<file path="src/common/dll_code_pkg.sv">
// delay code is plain binary, coarse field above fine field; loop state encoding is fixed at 2 bits
`default_nettype none

package dll_code_pkg;

  // ------------------------------
  // code layout
  // ------------------------------
  localparam int code_w   = 11;  // full delay code
  localparam int coarse_w = 8;   // upper field, one unit per delay cell
  localparam int fine_w   = 3;   // lower field, interpolator setting

  // one delay code, {coarse, fine}
  typedef logic [code_w-1:0] dll_code_t;

  // a coarse step moves one whole coarse unit
  localparam int coarse_step = 8;

  // ------------------------------
  // loop state
  // ------------------------------
  // also visible in the status register, bits 2:1
  typedef enum logic [1:0] {
    idle          = 2'd0,  // loop off, code held
    coarse_search = 2'd1,  // big steps toward the edge
    fine_track    = 2'd2,  // unit steps, counting reversals
    locked        = 2'd3   // lock raised, still tracking
  } dll_state_t;

endpackage

`default_nettype wire

</file>
<file path="src/common/dll_csr_pkg.sv">
// word addressed register map, 16-bit data; only the bits named here carry meaning
`default_nettype none

package dll_csr_pkg;

  localparam int csr_data_w = 16;  // wishbone data width

  // ------------------------------
  // word addresses
  // ------------------------------
  typedef enum logic [1:0] {
    ctrl       = 2'd0,  // rw
    start_code = 2'd1,  // rw, code loaded on enable
    status     = 2'd2,  // ro
    cur_code   = 2'd3   // ro, live full code
  } csr_addr_t;

  // ctrl bits
  localparam int ctrl_enable_bit   = 0;  // run the loop
  localparam int ctrl_half_sel_bit = 1;  // output half-cycle code

  // status bits
  localparam int status_lock_bit  = 0;
  localparam int status_state_lsb = 1;  // loop state in bits 2:1

endpackage

`default_nettype wire

</file>
<file path="src/dll_ctrl/dll_phase_filter.sv">
// filter_len must stay in 2..15; phase_late is taken as already synchronous to clk
`default_nettype none
`timescale 1ns/1ns

module dll_phase_filter #(
  parameter int filter_len = 4  // agreeing samples per step
) (
  input  logic clk,
  input  logic reset_n,
  input  logic enable,
  input  logic phase_late,  // 1 = delayed clock late
  output logic step_up,     // one-cycle pulse
  output logic step_down    // one-cycle pulse
);

  logic       dir_q;     // direction of the current run
  logic [3:0] cnt_q;     // agreeing samples so far
  logic [3:0] cnt_next;
  logic       agree;
  logic       hit;       // run complete this sample

  assign agree    = (phase_late == dir_q);
  // opposite sample starts a new run of length 1
  assign cnt_next = agree ? cnt_q + 4'd1 : 4'd1;
  assign hit      = (cnt_next == 4'(filter_len));

  // ------------------------------
  // run counter and step pulses
  // ------------------------------
  always_ff @(posedge clk or negedge reset_n) begin
    if (!reset_n) begin
      dir_q     <= 1'b0;
      cnt_q     <= '0;
      step_up   <= 1'b0;
      step_down <= 1'b0;
    end else if (!enable) begin
      cnt_q     <= '0;  // loop off, forget partial run
      step_up   <= 1'b0;
      step_down <= 1'b0;
    end else begin
      dir_q     <= phase_late;             // follows the sample, unchanged on agree
      cnt_q     <= hit ? '0 : cnt_next;    // restart after each step
      step_up   <= hit && phase_late;
      step_down <= hit && !phase_late;     // never both high
    end
  end

endmodule

`default_nettype wire

</file>
<file path="src/dll_ctrl/dll_lock_fsm.sv">
// step pulses must be one cycle wide and never both high; code saturates at 0 and 2047
`default_nettype none
`timescale 1ns/1ns

module dll_lock_fsm #(
  parameter int lock_reversals = 2  // fine reversals before lock
) (
  input  logic                    clk,
  input  logic                    reset_n,
  input  logic                    enable,
  input  dll_code_pkg::dll_code_t start_code,
  input  logic                    step_up,
  input  logic                    step_down,
  output dll_code_pkg::dll_code_t pvt_ref_binary,  // full delay code
  output dll_code_pkg::dll_state_t loop_state,
  output logic                    lock
);

  import dll_code_pkg::*;

  dll_state_t state_q;
  dll_code_t  code_q;
  logic       en_q;         // enable last cycle, for rising edge
  logic       dir_q;        // direction of last step, 1 = up
  logic       dir_valid_q;  // a step has been taken since enable
  logic [3:0] rev_cnt_q;    // reversals seen in fine_track
  logic [3:0] rev_next;
  logic       step;
  logic       reversal;

  // saturating add or subtract of amt
  function automatic dll_code_t next_code(input dll_code_t cur, input logic up,
                                          input dll_code_t amt);
    logic [code_w:0] wide;
    if (up) begin
      wide = {1'b0, cur} + {1'b0, amt};
      next_code = wide[code_w] ? '1 : wide[code_w-1:0];  // clamp at 2047
    end else begin
      wide = '0;
      next_code = (cur < amt) ? '0 : cur - amt;           // clamp at 0
    end
  endfunction

  assign step     = step_up || step_down;
  assign reversal = dir_valid_q && (step_up != dir_q);
  assign rev_next = rev_cnt_q + 4'd1;

  // ------------------------------
  // state and code
  // ------------------------------
  always_ff @(posedge clk or negedge reset_n) begin
    if (!reset_n) begin
      state_q     <= idle;
      code_q      <= '0;
      en_q        <= 1'b0;
      dir_q       <= 1'b0;
      dir_valid_q <= 1'b0;
      rev_cnt_q   <= '0;
    end else begin
      en_q <= enable;
      if (!enable) begin
        state_q <= idle;  // code held as is
      end else if (!en_q) begin
        // rising enable, restart search from start_code
        state_q     <= coarse_search;
        code_q      <= start_code;
        dir_valid_q <= 1'b0;
        rev_cnt_q   <= '0;
      end else if (step) begin
        dir_q       <= step_up;
        dir_valid_q <= 1'b1;
        case (state_q)
          coarse_search: begin
            if (reversal) begin
              state_q <= fine_track;  // overshot, switch to unit steps
              code_q  <= next_code(code_q, step_up, dll_code_t'(1));
            end else begin
              code_q <= next_code(code_q, step_up, dll_code_t'(coarse_step));
            end
          end
          fine_track: begin
            code_q <= next_code(code_q, step_up, dll_code_t'(1));
            if (reversal) begin
              rev_cnt_q <= rev_next;
              if (rev_next >= 4'(lock_reversals)) state_q <= locked;
            end
          end
          locked: code_q <= next_code(code_q, step_up, dll_code_t'(1));  // keep tracking
          default: state_q <= idle;  // idle is left only by rising enable
        endcase
      end
    end
  end

  assign pvt_ref_binary = code_q;
  assign loop_state     = state_q;
  assign lock           = (state_q == locked);  // low again as soon as enable drops

endmodule

`default_nettype wire

</file>
<file path="src/logic/half_cycle_code_gen.sv">
// half code is an approximation, fine field capped at 7; no glitch protection when the code changes
`default_nettype none
`timescale 1ns/1ns

module half_cycle_code_gen (
  input  logic                    clk,
  input  logic                    reset_n,
  input  dll_code_pkg::dll_code_t pvt_ref_binary,      // full-period code
  input  logic                    half_sel,            // 1 = drive half code
  output dll_code_pkg::dll_code_t pvt_ref_half_binary  // code to the delay chain
);

  import dll_code_pkg::*;

  localparam logic [fine_w:0] fine_half = 1 << (fine_w - 1);  // half a coarse unit
  localparam logic [fine_w:0] fine_max  = (1 << fine_w) - 1;

  logic [coarse_w-1:0] coarse_in;
  logic [fine_w-1:0]   fine_in;
  logic [coarse_w-1:0] half_coarse;
  logic [fine_w:0]     fine_sum;   // one spare bit before the cap
  logic [fine_w-1:0]   half_fine;

  assign coarse_in = pvt_ref_binary[code_w-1:fine_w];
  assign fine_in   = pvt_ref_binary[fine_w-1:0];

  // ------------------------------
  // halve coarse and fine
  // ------------------------------
  assign half_coarse = coarse_in >> 1;
  // odd coarse leaves half a unit, rounded fine added on top
  assign fine_sum    = (coarse_in[0] ? fine_half : '0)
                     + {1'b0, fine_in >> 1}
                     + {{fine_w{1'b0}}, fine_in[0]};
  assign half_fine   = (fine_sum > fine_max) ? fine_max[fine_w-1:0] : fine_sum[fine_w-1:0];

  always_ff @(posedge clk or negedge reset_n) begin
    if (!reset_n) begin
      pvt_ref_half_binary <= '0;
    end else begin
      pvt_ref_half_binary <= half_sel ? {half_coarse, half_fine} : pvt_ref_binary;
    end
  end

endmodule

`default_nettype wire

</file>
<file path="src/logic/dll_csr_wb.sv">
// wishbone classic, single ack per transfer, no wait states and no err/rty; unused data bits read 0
`default_nettype none
`timescale 1ns/1ns

module dll_csr_wb (
  input  logic                                clk,
  input  logic                                reset_n,
  // wishbone slave
  input  logic                                cyc,
  input  logic                                stb,
  input  logic                                we,
  input  dll_csr_pkg::csr_addr_t              adr,
  input  logic [dll_csr_pkg::csr_data_w-1:0]  dat_w,
  output logic [dll_csr_pkg::csr_data_w-1:0]  dat_r,
  output logic                                ack,
  // loop side
  input  logic                                lock,
  input  dll_code_pkg::dll_state_t            loop_state,
  input  dll_code_pkg::dll_code_t             cur_code,
  output logic                                enable,
  output logic                                half_sel,
  output dll_code_pkg::dll_code_t             start_code
);

  import dll_code_pkg::*;
  import dll_csr_pkg::*;

  logic                  ctrl_enable_q;
  logic                  ctrl_half_sel_q;
  dll_code_t             start_code_q;
  logic [csr_data_w-1:0] rd_data;
  logic                  req;  // new transfer seen this cycle

  // ack low in between keeps a held stb to one ack per transfer
  assign req = cyc && stb && !ack;

  // ------------------------------
  // ack
  // ------------------------------
  always_ff @(posedge clk or negedge reset_n) begin
    if (!reset_n) begin
      ack <= 1'b0;
    end else begin
      ack <= req;
    end
  end

  // ------------------------------
  // writable registers
  // ------------------------------
  // write lands on the same edge that raises ack
  always_ff @(posedge clk or negedge reset_n) begin
    if (!reset_n) begin
      ctrl_enable_q   <= 1'b0;
      ctrl_half_sel_q <= 1'b0;
      start_code_q    <= '0;
    end else if (req && we) begin
      case (adr)
        dll_csr_pkg::ctrl: begin
          ctrl_enable_q   <= dat_w[ctrl_enable_bit];
          ctrl_half_sel_q <= dat_w[ctrl_half_sel_bit];
        end
        dll_csr_pkg::start_code: start_code_q <= dat_w[code_w-1:0];
        default: ;  // status and cur_code ignore writes
      endcase
    end
  end

  // ------------------------------
  // read mux
  // ------------------------------
  always_comb begin
    rd_data = '0;
    case (adr)
      dll_csr_pkg::ctrl: begin
        rd_data[ctrl_enable_bit]   = ctrl_enable_q;
        rd_data[ctrl_half_sel_bit] = ctrl_half_sel_q;
      end
      dll_csr_pkg::start_code: rd_data[code_w-1:0] = start_code_q;
      dll_csr_pkg::status: begin
        rd_data[status_lock_bit]                           = lock;        // live
        rd_data[status_state_lsb +: $bits(dll_state_t)]    = loop_state;  // live
      end
      default: rd_data[code_w-1:0] = cur_code;  // live full code
    endcase
  end

  // captured with the request, valid while ack is high
  always_ff @(posedge clk) begin
    if (req) dat_r <= rd_data;
  end

  assign enable     = ctrl_enable_q;
  assign half_sel   = ctrl_half_sel_q;
  assign start_code = start_code_q;

endmodule

`default_nettype wire

</file>
<file path="src/logic/dll_code_top.sv">
// phase_late must be synchronous to clk; dll_code follows the full code one clock later
`default_nettype none
`timescale 1ns/1ns

module dll_code_top #(
  parameter int filter_len     = 4,  // 2..15
  parameter int lock_reversals = 2
) (
  input  logic                               clk,
  input  logic                               reset_n,
  input  logic                               phase_late,  // from phase detector
  // wishbone
  input  logic                               cyc,
  input  logic                               stb,
  input  logic                               we,
  input  dll_csr_pkg::csr_addr_t             adr,
  input  logic [dll_csr_pkg::csr_data_w-1:0] dat_w,
  output logic [dll_csr_pkg::csr_data_w-1:0] dat_r,
  output logic                               ack,
  // to delay chain
  output dll_code_pkg::dll_code_t            dll_code,
  output logic                               lock
);

  import dll_code_pkg::*;

  logic       enable;
  logic       half_sel;
  dll_code_t  start_code;
  logic       step_up;
  logic       step_down;
  dll_code_t  pvt_ref_binary;  // full code from the loop
  dll_state_t loop_state;

  // ------------------------------
  // register bank
  // ------------------------------
  dll_csr_wb dll_csr_wb_inst (
    .clk        (clk),
    .reset_n    (reset_n),
    .cyc        (cyc),
    .stb        (stb),
    .we         (we),
    .adr        (adr),
    .dat_w      (dat_w),
    .dat_r      (dat_r),
    .ack        (ack),
    .lock       (lock),
    .loop_state (loop_state),
    .cur_code   (pvt_ref_binary),
    .enable     (enable),
    .half_sel   (half_sel),
    .start_code (start_code)
  );

  // ------------------------------
  // loop chain
  // ------------------------------
  dll_phase_filter #(
    .filter_len (filter_len)
  ) dll_phase_filter_inst (
    .clk        (clk),
    .reset_n    (reset_n),
    .enable     (enable),
    .phase_late (phase_late),
    .step_up    (step_up),
    .step_down  (step_down)
  );

  dll_lock_fsm #(
    .lock_reversals (lock_reversals)
  ) dll_lock_fsm_inst (
    .clk            (clk),
    .reset_n        (reset_n),
    .enable         (enable),
    .start_code     (start_code),
    .step_up        (step_up),
    .step_down      (step_down),
    .pvt_ref_binary (pvt_ref_binary),
    .loop_state     (loop_state),
    .lock           (lock)
  );

  half_cycle_code_gen half_cycle_code_gen_inst (
    .clk                 (clk),
    .reset_n             (reset_n),
    .pvt_ref_binary      (pvt_ref_binary),
    .half_sel            (half_sel),
    .pvt_ref_half_binary (dll_code)  // registered output code
  );

endmodule

`default_nettype wire

</file>
<file path="config.mk">
export PLATFORM = sky130hd
export DESIGN_NAME = dll_code_top
export DESIGN_NICKNAME = d
export VERILOG_FILES = /design/src/common/dll_code_pkg.sv /design/src/common/dll_csr_pkg.sv /design/src/dll_ctrl/dll_phase_filter.sv /design/src/dll_ctrl/dll_lock_fsm.sv /design/src/logic/half_cycle_code_gen.sv /design/src/logic/dll_csr_wb.sv /design/src/logic/dll_code_top.sv
export SDC_FILE = /design/constraint.sdc
export NUM_CORES = 1
export LEC_CHECK = 0
export ABC_AREA = 1
export BUFFER_PORTS_ARGS = -buffer_cell sky130_fd_sc_hd__clkbuf_2
export CAP_MARGIN = 5
export CORE_MARGIN = 10
export CORE_UTILIZATION = 40
export DETAILED_ROUTE_END_ITERATION = 6
export PLACE_DENSITY_LB_ADDON = 0.12
export SLEW_MARGIN = 20
export SYNTH_ARGS = -nofsm -noshare
export SYNTH_HDL_FRONTEND = slang
export SYNTH_SLANG_ARGS = --single-unit
export TNS_END_PERCENT = 30
</file>
<file path="constraint.sdc">
create_clock -name clk -period 5.2 [get_ports clk]
set_input_delay 0.78 -clock clk [delete_from_list [all_inputs] [get_ports clk]]
set_output_delay 0.78 -clock clk [all_outputs]
set_load 0.03 [all_outputs]
</file>
==> impl_metrics.toml <==
[logic_synthesis]
syn-instance-count = 514
ys_seq_area_share_pct = 40.6
synth_top_area_share_pct = 32.4
synth.area.top_cells = "dfrtp_1, nand2_1, edfxtp_1"
synth_warnings = 0
synth-edff-count = 11
ys_ff_latch = 63
yosysTopAreaCell = "dfrtp_1"
async_flop_share_pct = 82.5
ys.flop_type = "dfrtp_1"
avgSynthCellArea_um2 = 7.81
synth.distinct_cells = 37
synth_area_mm2 = 0.00401

[cells_and_area]
syn2layout_area_growth_pct = 11.2
nNetsFinal = 590
drive_gt1_share_pct = 20.4
antennaDiodeCount = 0

[die]
die_x_um = 120
die_height_um = 120
io_pins = 53
initial_core_util_pct = 41.1
rows = 36
die-area_mm2 = 0.0144
coreArea_mm2 = 0.00977

[timing]
tightest_slew_ns = 0.861
final.min_clock_period_ns = 2.23
finalSetupViolCount = 0
maxSlewHeadroom_pct = 42.6
rsz0062_at_grt = "no"
slew_viol_final = 0
fmax_mhz = 447
period_share_pct = 43.0
hold_violations = 0
holdWs_ns = 0.502
tns_ns = 0
clock_skew_ns = 0.0104

[setup_path]
crit_arrival_ns = 2.45
max_stage_delay_ns = 0.49
critPathMaxFanout = 11
path_cells = "inv_2 > ha_1 > inv_1 > nor2_2 > nand2_2 > nor2_4 > nand2_2 > nand2_2 > inv_2 > nand2_1 > nand2_1 > nand2_1 > a22oi_2"
crit_slowest_cell = "dfrtp_1"
required_ns = 5.41
end_kind = "flip-flop"
start_kind = "flip-flop"
crit_type = "reg -> reg"

[drt]
drt-total-wl_um = 10200
drt-vias-per-instance = 4.99
dr.pass1.iters = 5
routedWlPerCell_um = 14.8
postRouteAntennaNets = 0
drc_errors = 0
drtIter0Drc = 242
vias = 3446

[clock_network]
cts_root_buffer = "clkbuf_8"
clock_path_buffers = 2
numClockSinks = 63
hold_buffers = 0
cts_tree = "done"
clk_latency_ns = 0.34
cts_buffers = 9
postCtsSetupBuffers = 0
htreeDepth = 3
post_cts_resized = 0
clkTransAtPathRegs_ns = 0.07

[global_route]
grt_max_degree = 53
grt_util_all_layers_pct = 14.7
grt_pass1_vias = 3486
grt_pass1_wl_um = 17400
antenna_found_initial = 0
grt-ovfl-total = 0

[pwr]
vdd_drop_max_mv = 0.197
p_per_area_mw_per_mm2 = 491
leakagePower_uw = 0.00213

[place]
io_buffer_count = 42
gp_congestion = 0.890
hpwl_um = 7480

[worst_hold_path]
min_path_type = "reg -> reg"

[status]
run_status = "finished clean"

[job]
drv_cap = 0
## flip-flops by register name (all words and copies together) (netlist names)
signal,cells
dll_csr_wb_inst.ack,1
dll_lock_fsm_inst.pvt_ref_binary,11
dll_csr_wb_inst.enable,1
dll_phase_filter_inst.cnt_q,4
dll_csr_wb_inst.half_sel,1
dll_lock_fsm_inst.dir_valid_q,1
dll_csr_wb_inst.start_code,11
dll_lock_fsm_inst.rev_cnt_q,4
dll_csr_wb_inst.dat_r,11
dll_lock_fsm_inst.dir_q,1
dll_phase_filter_inst.step_up,1
dll_phase_filter_inst.dir_q,1
dll_lock_fsm_inst.loop_state,2
dll_phase_filter_inst.step_down,1
half_cycle_code_gen_inst.pvt_ref_half_binary,11
dll_lock_fsm_inst.en_q,1
## synth_stat cells (11+ instances only)
cell type,instances
nor2_2,12
a21oi_1,20
inv_1,42
nand2_1,134
edfxtp_1,11
o21ai_0,39
dfrtp_1,52
nor2_1,46
nand2_2,11
ha_1,13
nand3_1,40
xor2_1,12
## layout by cell type, fill, tap and decap left out, drive strengths merged
| cell type | count |
|---|---|
| o211ai | 3 |
| edfxtp | 11 |
| nor3 | 3 |
| xnor2 | 3 |
| nand3 | 47 |
| mux2 | 8 |
| xor2 | 12 |
| clkinv | 6 |
| inv | 51 |
| buf | 2 |
| nand2 | 147 |
| ha | 13 |
| o22ai | 1 |
| o21ai | 42 |
| a21boi | 4 |
| a32oi | 2 |
| clkbuf | 54 |
| bufinv | 1 |
| dfrtp | 52 |
| nor2 | 62 |
| a21oi | 24 |
| nand4 | 4 |
| conb | 5 |
| a22oi | 1 |
## metrics by stage
step	instances	instance area [um^2]	total power [uW]	utilization [%]	worst slack (ns)
after floorplan	518	4030	1550	-	2.89
after global placement	675	4270	1750	43.7	2.90
after detailed placement	675	4270	1770	43.7	2.89
after CTS	691	4460	2210	45.7	3.00
after global routing	691	4460	2380	45.7	2.76
final	691	4460	2190	45.7	2.97
## cell type report
cell class                      count  area, um^2
Tap cell                          133         166
Multi-Input combinational cell    381        2040
Sequential cell                    63        1630
Inverter                           54         211
Clock buffer                       12         145
Timing Repair Buffer               44         225
Clock inverter                      4        45.0
Fill cell                         998        5310
## critical path, delay by kind of cell (launching register included)
kind,cells,cell delay [ns]
AND/OR/NAND/NOR,8,0.86
flip-flops,1,0.49
buffers and inverters,3,0.44
adder cells (fa/ha/maj),1,0.24
AO/OA/AOI/OAI,1,0.06
## logic make-up (layout without fill, tap and decap cells)
group	count (synthesis)	count (layout)	share of synthesized area, %
XOR/XNOR	15	15	3.27
AO/OA/AOI/OAI	77	77	10.8
AND/OR/NAND/NOR	263	263	30.0
buffers and inverters	74	114	8.91
multiplexers	8	8	2.24
flip-flops	63	63	40.6
adder cells (fa/ha/maj)	13	13	4.05
other	1	5	0.0934
## per-layer routing
| layer | share of wire, % | track usage [%] | routed length [um] | vias up |
|---|---|---|---|---|
| met1 | 45 | 18.2 | 4540 | 1605 |
| met5 | 0 | 0 | 0 | - |
| met4 | 1.5 | 5.28 | 158 | 0 |
| met3 | 4.7 | 3.44 | 479 | 19 |
| li1 | - | - | - | 1729 |
| met2 | 49 | 24.6 | 5030 | 93 |
## report_power, final
part / internal [uW] / switching (uW)
Combinational: 307 / 621
Sequential: 641 / 192
Clock: 233 / 197
## final timing paths
kind / slack, ns / cells past startpoint / to / from
hold reg to reg: 0.50 / 2 / dll_phase_filter_inst.dir_q / dll_phase_filter_inst.dir_q
min in group asynchronous: 0.55 / 2 / half_cycle_code_gen_inst.pvt_ref_half_binary[7] / reset_n
hold / removal: 0.50 / 2 / dll_phase_filter_inst.dir_q / dll_phase_filter_inst.dir_q
setup reg to reg: 2.97 / 13 / dll_lock_fsm_inst.pvt_ref_binary[3] / dll_lock_fsm_inst.pvt_ref_binary[3]
max in group asynchronous: 4.17 / 2 / dll_lock_fsm_inst.dir_q / reset_n
setup / recovery: 2.97 / 13 / dll_lock_fsm_inst.pvt_ref_binary[3] / dll_lock_fsm_inst.pvt_ref_binary[3]
(Power assumes the default switching activity.)
